==> src/design/sysctl_macros.svh <==
`ifndef SYSCTL_MACROS_SVH
`define SYSCTL_MACROS_SVH

// revision bank contents
`define SYSCTL_DESIGN_ID 16'h0ac5
`define SYSCTL_REV_MAJOR 8'h02
`define SYSCTL_REV_MINOR 8'h07
`define SYSCTL_REV_RCS   16'h1b3e

// counter bit driving the error blink, roughly 2 Hz at the board clock
`define SYSCTL_BLINK_BIT 23

`endif
==> src/design/sysctl_board_pkg.sv <==
package sysctl_board_pkg;

  // offsets inside the miscellaneous bank
  typedef enum logic [2:0] {
    reg_user_led   = 3'd0, // r/w, 2 bits
    reg_control    = 3'd1, // r/w, bit0 por_force, bit1 geth_reset
    reg_sys_config = 3'd2, // ro
    reg_dips       = 3'd3, // ro, {user_dip, config_dip}
    reg_status     = 3'd4, // ro, bit0 flash busy, bit1 syserr
    reg_scratch    = 3'd5  // r/w, 8 bits
  } reg_idx_e;

  // codes presented on the processor boot pins
  typedef enum logic [2:0] {
    boot_fast   = 3'b010,
    boot_eeprom = 3'b111  // i2c boot from eeprom
  } boot_conf_e;

endpackage

==> src/design/sysctl_bus_pkg.sv <==
package sysctl_bus_pkg;

  // register bus geometry
  localparam int SYSCTL_AW = 5; // bits 4:3 pick the bank, 2:0 the offset
  localparam int SYSCTL_DW = 8;

  // bridge sequencing, one bus access per chip-select period
  typedef enum logic [1:0] {
    idle     = 2'd0, // waiting for cs_n to fall
    access   = 2'd1, // stb cycle
    wait_ack = 2'd2, // register map answering
    hold     = 2'd3  // rdy high until cs_n released
  } bridge_state_e;

  // access direction on the internal bus
  typedef enum logic {
    op_read  = 1'b0,
    op_write = 1'b1
  } bus_op_e;

endpackage

==> src/design/sysctl_bus_if.sv <==
`timescale 1ns/1ps

interface sysctl_bus_if import sysctl_bus_pkg::*; ();

  logic                 stb;  // one-cycle request
  bus_op_e              op;
  logic [SYSCTL_AW-1:0] adr;
  logic [SYSCTL_DW-1:0] wdat;
  logic [SYSCTL_DW-1:0] rdat; // valid with ack
  logic                 ack;  // one cycle after stb

  modport bridge (
    output stb, op, adr, wdat,
    input  rdat, ack
  );

  modport regs (
    input  stb, op, adr, wdat,
    output rdat, ack
  );

endinterface

==> src/design/sysctl_top.sv <==
`timescale 1ns/1ps

module sysctl_top import sysctl_bus_pkg::*; (
  input  logic                 clk_master,
  input  logic                 reset_mon,
  input  logic                 epb_cs_n_i,
  input  logic                 epb_we_n_i,
  input  logic                 epb_oen_n_i,
  input  logic [SYSCTL_AW-1:0] epb_addr_i,
  input  logic [SYSCTL_DW-1:0] epb_data_i,
  output logic [SYSCTL_DW-1:0] epb_data_o,
  output logic                 epb_data_oe_o,
  output logic                 epb_rdy_o,
  input  logic                 reset_por_n_i,
  input  logic                 reset_debug_n_i,
  input  logic [7:0]           sys_config_i,
  input  logic [3:0]           user_dip_i,
  input  logic [3:0]           config_dip_i,
  input  logic                 flash_busy_n_i,
  input  logic                 ppc_syserr_i,
  input  logic                 v5c_done_i,
  output logic                 ppc_reset_n_o,
  output logic                 ppc_ddr2_reset_n_o,
  output logic                 geth_reset_n_o,
  output logic                 por_force_o,
  output logic [1:0]           sys_led_n_o,
  output logic [1:0]           user_led_n_o,
  output logic [2:0]           boot_conf_o
);

  logic [1:0] user_led;
  logic       por_force_req;
  logic       geth_reset_req;

  sysctl_bus_if bus ();

  epb_bridge u_epb_bridge (
    .clk_master    (clk_master),
    .reset_mon     (reset_mon),
    .epb_cs_n_i    (epb_cs_n_i),
    .epb_we_n_i    (epb_we_n_i),
    .epb_oen_n_i   (epb_oen_n_i),
    .epb_addr_i    (epb_addr_i),
    .epb_data_i    (epb_data_i),
    .epb_data_o    (epb_data_o),
    .epb_data_oe_o (epb_data_oe_o),
    .epb_rdy_o     (epb_rdy_o),
    .bus           (bus.bridge)
  );

  sysctl_regs u_sysctl_regs (
    .clk_master       (clk_master),
    .reset_mon        (reset_mon),
    .sys_config_i     (sys_config_i),
    .user_dip_i       (user_dip_i),
    .config_dip_i     (config_dip_i),
    .flash_busy_n_i   (flash_busy_n_i),
    .ppc_syserr_i     (ppc_syserr_i),
    .user_led_o       (user_led),
    .por_force_req_o  (por_force_req),
    .geth_reset_req_o (geth_reset_req),
    .bus              (bus.regs)
  );

  reset_led_ctrl u_reset_led_ctrl (
    .clk_master         (clk_master),
    .reset_mon          (reset_mon),
    .reset_por_n_i      (reset_por_n_i),
    .reset_debug_n_i    (reset_debug_n_i),
    .flash_busy_n_i     (flash_busy_n_i),
    .ppc_syserr_i       (ppc_syserr_i),
    .v5c_done_i         (v5c_done_i),
    .config_dip_i       (config_dip_i),
    .sys_config_i       (sys_config_i),
    .user_led_i         (user_led),
    .por_force_req_i    (por_force_req),
    .geth_reset_req_i   (geth_reset_req),
    .ppc_reset_n_o      (ppc_reset_n_o),
    .ppc_ddr2_reset_n_o (ppc_ddr2_reset_n_o),
    .geth_reset_n_o     (geth_reset_n_o),
    .por_force_o        (por_force_o),
    .sys_led_n_o        (sys_led_n_o),
    .user_led_n_o       (user_led_n_o),
    .boot_conf_o        (boot_conf_o)
  );

endmodule

==> src/design/reset_led_ctrl.sv <==
`timescale 1ns/1ps
`include "sysctl_macros.svh"

module reset_led_ctrl import sysctl_board_pkg::*; (
  input  logic       clk_master,
  input  logic       reset_mon,
  input  logic       reset_por_n_i,
  input  logic       reset_debug_n_i,
  input  logic       flash_busy_n_i,
  input  logic       ppc_syserr_i,
  input  logic       v5c_done_i,
  input  logic [3:0] config_dip_i,
  input  logic [7:0] sys_config_i,
  input  logic [1:0] user_led_i,
  input  logic       por_force_req_i,
  input  logic       geth_reset_req_i,
  output logic       ppc_reset_n_o,
  output logic       ppc_ddr2_reset_n_o,
  output logic       geth_reset_n_o,
  output logic       por_force_o,
  output logic [1:0] sys_led_n_o,
  output logic [1:0] user_led_n_o,
  output logic [2:0] boot_conf_o
);

  localparam int CNT_W = `SYSCTL_BLINK_BIT + 1;

  logic             sys_reset;
  logic             por_req_d;
  logic             por_force_q;
  logic [CNT_W-1:0] blink_cnt;
  boot_conf_e       boot_sel;

  assign sys_reset = reset_mon || !reset_por_n_i;

  assign ppc_reset_n_o      = reset_debug_n_i && !sys_reset;
  assign ppc_ddr2_reset_n_o = !sys_reset;
  assign geth_reset_n_o     = !sys_reset && !geth_reset_req_i; // software can hold the phy

  // por force latches on the request edge and only a system reset drops it
  always_ff @(posedge clk_master) begin
    por_req_d <= por_force_req_i;
    if (sys_reset) begin
      por_force_q <= 1'b0;
    end else if (por_force_req_i && !por_req_d) begin
      por_force_q <= 1'b1;
    end
  end

  assign por_force_o = por_force_q;

  always_ff @(posedge clk_master) begin
    if (reset_mon) begin
      blink_cnt <= '0;
    end else begin
      blink_cnt <= blink_cnt + 1'b1;
    end
  end

  // led 1 shows flash busy, led 0 blinks on syserr else shows config done
  assign sys_led_n_o  = ~{!flash_busy_n_i,
                          ppc_syserr_i ? blink_cnt[`SYSCTL_BLINK_BIT] : v5c_done_i};
  assign user_led_n_o = ~user_led_i;

  always_comb begin
    if (!config_dip_i[0]) begin
      boot_sel = boot_fast;
    end else if (sys_config_i[1]) begin
      boot_sel = boot_eeprom;
    end else begin
      boot_sel = boot_fast;
    end
  end

  assign boot_conf_o = boot_sel;

endmodule

==> src/design/sysctl_regs.sv <==
`timescale 1ns/1ps
`include "sysctl_macros.svh"

module sysctl_regs import sysctl_bus_pkg::*, sysctl_board_pkg::*; (
  input  logic       clk_master,
  input  logic       reset_mon,
  input  logic [7:0] sys_config_i,
  input  logic [3:0] user_dip_i,
  input  logic [3:0] config_dip_i,
  input  logic       flash_busy_n_i,
  input  logic       ppc_syserr_i,
  output logic [1:0] user_led_o,
  output logic       por_force_req_o,
  output logic       geth_reset_req_o,
  sysctl_bus_if.regs bus
);

  localparam logic [1:0] BANK_MISC = 2'd0;
  localparam logic [1:0] BANK_REV  = 2'd3; // banks 1 and 2 are unmapped

  localparam logic [15:0] REV_ID  = `SYSCTL_DESIGN_ID;
  localparam logic [7:0]  REV_MAJ = `SYSCTL_REV_MAJOR;
  localparam logic [7:0]  REV_MIN = `SYSCTL_REV_MINOR;
  localparam logic [15:0] REV_RCS = `SYSCTL_REV_RCS;

  logic [1:0]           bank;
  reg_idx_e             idx;
  logic [SYSCTL_DW-1:0] misc_rdat;
  logic [SYSCTL_DW-1:0] rev_rdat;
  logic [SYSCTL_DW-1:0] rd_mux;
  logic                 wr_misc;

  logic [1:0]           user_led_q;
  logic [1:0]           control_q;
  logic [SYSCTL_DW-1:0] scratch_q;
  logic                 ack_q;
  logic [SYSCTL_DW-1:0] rdat_q;

  assign bank = bus.adr[4:3];
  assign idx  = reg_idx_e'(bus.adr[2:0]);

  // misc bank read values, read-only entries are live inputs
  always_comb begin
    case (idx)
      reg_user_led:   misc_rdat = {6'b0, user_led_q};
      reg_control:    misc_rdat = {6'b0, control_q};
      reg_sys_config: misc_rdat = sys_config_i;
      reg_dips:       misc_rdat = {user_dip_i, config_dip_i};
      reg_status:     misc_rdat = {6'b0, ppc_syserr_i, !flash_busy_n_i};
      reg_scratch:    misc_rdat = scratch_q;
      default:        misc_rdat = '0;
    endcase
  end

  always_comb begin
    case (bus.adr[2:0])
      3'd0:    rev_rdat = REV_ID[15:8];
      3'd1:    rev_rdat = REV_ID[7:0];
      3'd2:    rev_rdat = REV_MAJ;
      3'd3:    rev_rdat = REV_MIN;
      3'd4:    rev_rdat = REV_RCS[15:8];
      3'd5:    rev_rdat = REV_RCS[7:0];
      default: rev_rdat = '0;
    endcase
  end

  assign rd_mux = (bank == BANK_MISC) ? misc_rdat :
                  (bank == BANK_REV)  ? rev_rdat  :
                                        '0;

  assign wr_misc = bus.stb && (bus.op == op_write) && (bank == BANK_MISC);

  always_ff @(posedge clk_master) begin
    if (reset_mon) begin
      user_led_q <= '0;
      control_q  <= '0;
      scratch_q  <= '0;
      ack_q      <= 1'b0;
    end else begin
      ack_q <= bus.stb; // every access is answered, mapped or not
      if (wr_misc) begin
        case (idx)
          reg_user_led: user_led_q <= bus.wdat[1:0];
          reg_control:  control_q  <= bus.wdat[1:0];
          reg_scratch:  scratch_q  <= bus.wdat;
          default:      ; // read-only offset
        endcase
      end
    end
  end

  always_ff @(posedge clk_master) begin
    if (bus.stb) begin
      rdat_q <= rd_mux;
    end
  end

  assign bus.ack  = ack_q;
  assign bus.rdat = rdat_q;

  assign user_led_o       = user_led_q;
  assign por_force_req_o  = control_q[0];
  assign geth_reset_req_o = control_q[1];

endmodule

==> src/design/epb_bridge.sv <==
`timescale 1ns/1ps

module epb_bridge import sysctl_bus_pkg::*; (
  input  logic                 clk_master,
  input  logic                 reset_mon,
  input  logic                 epb_cs_n_i,
  input  logic                 epb_we_n_i,
  input  logic                 epb_oen_n_i,
  input  logic [SYSCTL_AW-1:0] epb_addr_i,
  input  logic [SYSCTL_DW-1:0] epb_data_i,
  output logic [SYSCTL_DW-1:0] epb_data_o,
  output logic                 epb_data_oe_o,
  output logic                 epb_rdy_o,
  sysctl_bus_if.bridge         bus
);

  logic [2:0] strb_meta; // {cs_n, we_n, oen_n}, first stage
  logic [2:0] strb_sync; // second stage
  logic       cs_n_s;
  logic       we_n_s;
  logic       oen_n_s;
  logic       cs_n_prev;
  logic       cs_fall;

  bridge_state_e        state;
  bridge_state_e        state_nxt;
  bus_op_e              op_q;
  logic [SYSCTL_AW-1:0] adr_q;
  logic [SYSCTL_DW-1:0] wdat_q;
  logic [SYSCTL_DW-1:0] rdat_q;

  assign cs_n_s  = strb_sync[2];
  assign we_n_s  = strb_sync[1];
  assign oen_n_s = strb_sync[0];
  assign cs_fall = cs_n_prev && !cs_n_s;

  // strobes come from the host bus clock, two flops each
  always_ff @(posedge clk_master) begin
    if (reset_mon) begin
      strb_meta <= 3'b111;
      strb_sync <= 3'b111;
      cs_n_prev <= 1'b1;
      state     <= idle;
    end else begin
      strb_meta <= {epb_cs_n_i, epb_we_n_i, epb_oen_n_i};
      strb_sync <= strb_meta;
      cs_n_prev <= cs_n_s;
      state     <= state_nxt;
    end
  end

  always_comb begin
    state_nxt = state;
    case (state)
      idle:     if (cs_fall) state_nxt = access;
      access:   state_nxt = wait_ack;
      wait_ack: if (bus.ack) state_nxt = hold;
      hold:     if (cs_n_s) state_nxt = idle; // host released chip select
      default:  state_nxt = idle;
    endcase
  end

  // address and data are stable by the time cs_n has crossed over
  always_ff @(posedge clk_master) begin
    if (state == idle && cs_fall) begin
      adr_q  <= epb_addr_i;
      wdat_q <= epb_data_i;
      op_q   <= we_n_s ? op_read : op_write;
    end
    if (state == wait_ack && bus.ack) begin
      rdat_q <= bus.rdat; // held for the rest of the access
    end
  end

  assign bus.stb  = (state == access);
  assign bus.op   = op_q;
  assign bus.adr  = adr_q;
  assign bus.wdat = wdat_q;

  assign epb_rdy_o     = (state == hold);
  assign epb_data_o    = rdat_q;
  // drive the pads only for a read the host is still selecting
  assign epb_data_oe_o = epb_rdy_o && (op_q == op_read) && !cs_n_s && !oen_n_s;

endmodule

==> config.mk <==
export PLATFORM = sky130hd
export DESIGN_NAME = sysctl_top
export DESIGN_NICKNAME = d
export VERILOG_FILES = /design/src/design/sysctl_board_pkg.sv /design/src/design/sysctl_bus_pkg.sv /design/src/design/sysctl_bus_if.sv /design/src/design/sysctl_top.sv /design/src/design/reset_led_ctrl.sv /design/src/design/sysctl_regs.sv /design/src/design/epb_bridge.sv
export VERILOG_INCLUDE_DIRS = /design/src /design/src/design
export SDC_FILE = /design/constraint.sdc
export NUM_CORES = 1
export LEC_CHECK = 0
export ABC_AREA = 0
export BUFFER_PORTS_ARGS = -buffer_cell sky130_fd_sc_hd__buf_2
export CAP_MARGIN = 20
export CORE_UTILIZATION = 50
export CTS_CLUSTER_SIZE = 14
export DETAILED_ROUTE_END_ITERATION = 8
export GPL_ROUTABILITY_DRIVEN = 1
export HOLD_SLACK_MARGIN = 0.05
export PLACE_DENSITY = 0.73
export SETUP_SLACK_MARGIN = 0.15
export SYNTH_ARGS = -nofsm -noshare
export SYNTH_HDL_FRONTEND = slang
export SYNTH_SLANG_ARGS = --single-unit
==> constraint.sdc <==
create_clock -name clk_master -period 2.9 [get_ports clk_master]
set_input_delay 0.87 -clock clk_master [delete_from_list [all_inputs] [get_ports clk_master]]
set_output_delay 0.87 -clock clk_master [all_outputs]
set_load 0.05 [all_outputs]
==> metrics.yaml <==
dp_hpwl_mm: 4.08
drt_wl_total_mm: 5.81
ys.flop_type: "dfxtp_1"
clkTransAtPathRegs_ns: 0.07
max_stage_delay_ns: 0.39
drcViolationCount: 0
synth_edf_count: 30
setup-violations-final: 0
postCtsHoldBufs: 0
root_buffer: "clkbuf_8"
crit_required_ns: 2.03
antennaDiodeCount: 0
cp-end-kind: "output pin"
area_growth_pct: 16.4
grt_max_degree: 47
overflow: 0
core_mm2: 0.00635
leakage_nw: 1.50
maxSlewViolCount: 0
cts_resized: 0
crit_path_cell_trace: "ha_1 -> nor2b_1 -> nor3b_2 -> buf_2"
yosysTopAreaCell: "dfxtp_1"
arrival_ns: 1.69
synth-async-reset-ratio_pct: 0
irDropWorstVdd_mv: 0.473
yosys-top-cells-area: "dfxtp_1, edfxtp_1, mux2i_1, nor2_1, a21oi_1"
yosysUniqueCellTypes: 45
cts_buffers: 9
fin_worst_skew_ns: 0.0101
drtAntennaViolNets: 0
slew-limit-headroom_pct: 60.1
rsz0062_at_grt: "no"
cts_tree: "done"
clkSinkCount: 78
grt_pass1_wl_mm: 9.73
min_period_over_period_pct: 88.2
syn_nets: 357
yosysWarnings: 0
finalWeightedCongestion: 0.874
netlist.area_leader.share_pct: 29.2
path_class: "register to output pin"
antenna_found_initial: 0
die-area_mm2: 0.00690
wire_per_inst_um: 12.9
power_density_mw_per_mm2: 601
drive_gt1_share_pct: 24.0
fin_crit_ns: 2.56
fp.dieH_um: 83.1
synth-seq-cells: 78
ios: 60
grt_pass1_vias: 2186
cp_max_fo: 4
drv_cap: 0
h-tree-depth: 3
io_buffers: 58
syn_avg_cell_area_um2: 10.5
num_rows: 29
cts_setup_buffers: 0
die_w_um: 83.1
dr.pass1.iters: 4
grt_usage_pct: 17.7
clkLatencyLatePin_ns: 0.34
drt-initial-drc-count: 169
finalHoldViolations: 0
crit_path_top_delay_cell: "dfxtp_1"
setup-tns-final_ns: 0
start_util_pct: 51.8
cts_max_path_buffers: 2
tightest_slew_ns: 0.597
min_path_type: "register to register"
worst_setup_path_start_kind: "register"
seq_area_frac_synth_pct: 56.6
fin_util_pct: 60.3
syn_inst: 313
syn_area_mm2: 0.00329
via_count: 2419
nets: 414
fmax_mhz: 391
vias_per_cell: 5.35
status: "finished clean"
==> worst paths after layout <==
kind | start | endpoint | slack (ns) | cells past startpoint
setup / recovery | u_epb_bridge.state[0]$_SDFFE_PP0P_ | epb_data_oe_o | 0.34 | 4
hold / removal | u_sysctl_regs.control_q[0]$_SDFFE_PP0P_ | u_reset_led_ctrl.por_req_d$_DFF_P_ | 0.40 | 0
setup reg to reg | u_reset_led_ctrl.blink_cnt[0]$_SDFF_PP0_ | u_reset_led_ctrl.blink_cnt[22]$_SDFF_PP0_ | 0.75 | 5
hold reg to reg | u_sysctl_regs.control_q[0]$_SDFFE_PP0P_ | u_reset_led_ctrl.por_req_d$_DFF_P_ | 0.40 | 0
==> through the flow <==
stage               power, W  instance area (um2)  setup WS [ns]  cells  hold slack [ns]
detailed placement   0.00154                 3630          0.440    436            0.387
CTS                  0.00232                 3830          0.342    452            0.399
global route         0.00241                 3830          0.243    452            0.412
global placement     0.00153                 3630          0.474    436            0.388
floorplan            0.00147                 3290          0.183    313            0.363
finish               0.00230                 3830          0.342    452            0.401
==> sequential cells by signal (all words and copies together) (netlist names), 3 cells and up <==
register / count
u_reset_led_ctrl.blink_cnt: 24
u_epb_bridge.bus.adr: 5
u_epb_bridge.strb_meta: 3
u_sysctl_regs.bus.rdat: 8
u_sysctl_regs.scratch_q: 8
u_epb_bridge.epb_data_o: 8
u_epb_bridge.bus.wdat: 8
u_epb_bridge.strb_sync: 3
==> cells in the final DEF, fill, tap and decap left out, types with 11 or more instances in the layout <==
cell and count:
edfxtp_1 30, nand2_1 14, or3_1 11, mux2i_1 19, inv_1 14, a21oi_1 22
dfxtp_1 48, nor2_1 33, o21ai_0 15, buf_2 58
==> layer usage <==
metal / track usage [%] / up-vias / share of wire, %
met2: 28.5 / 53 / 48
met1: 22.8 / 1127 / 48
met3: 4.08 / 5 / 3.1
li1: - / 1234 / -
met4: 8.15 / 0 / 1.3
met5: 0 / - / 0
==> synth_stat cells, drive strengths merged (2+ instances only) <==
master / number
a31oi: 3
nand4: 9
clkbuf: 10
o2bb2ai: 2
a21oi: 22
inv: 14
or2: 8
mux2i: 19
o22ai: 2
nor3: 6
or3: 11
nand2: 14
and2: 5
nor2b: 4
and4: 2
ha: 5
o21ai: 15
o31ai: 4
xor2: 2
nand2b: 4
nand3: 7
dfxtp: 48
buf: 6
mux2: 3
xnor2: 7
or4: 6
edfxtp: 30
nor2: 33
==> worst max-delay path, delay by kind of cell (launching register included) <==
family | cells | cell delay [ns]
buffers and inverters | 1 | 0.30
and+or+nand+nor | 2 | 0.50
DFF | 1 | 0.39
adders and majority gates | 1 | 0.17
==> cell type report <==
type                            instances  area (um2)
Inverter                               14        52.6
Clock inverter                          2        11.3
Clock buffer                           14         186
Sequential cell                        78        1860
Multi-Input combinational cell        205        1300
Timing Repair Buffer                   62         320
Fill cell                             531        2520
Tap cell                               77        96.3
==> power by group <==
group,switching (W),internal [W],leakage (nW)
Combinational,0.000155,0.0000976,0.728
Sequential,0.0000369,0.00123,0.665
Clock,0.000365,0.000419,0.104
Total,0.000557,0.00174,1.50
==> cell families after synthesis <==
family / share of synthesized area [%]
fa+ha+maj: 1.90
xor+xnor: 2.40
other cells: 0.114
simple gates: 18.0
mux: 6.81
compound gates: 10.1
flops: 56.6
buf+inv: 4.03
(Power assumes the default switching activity.)
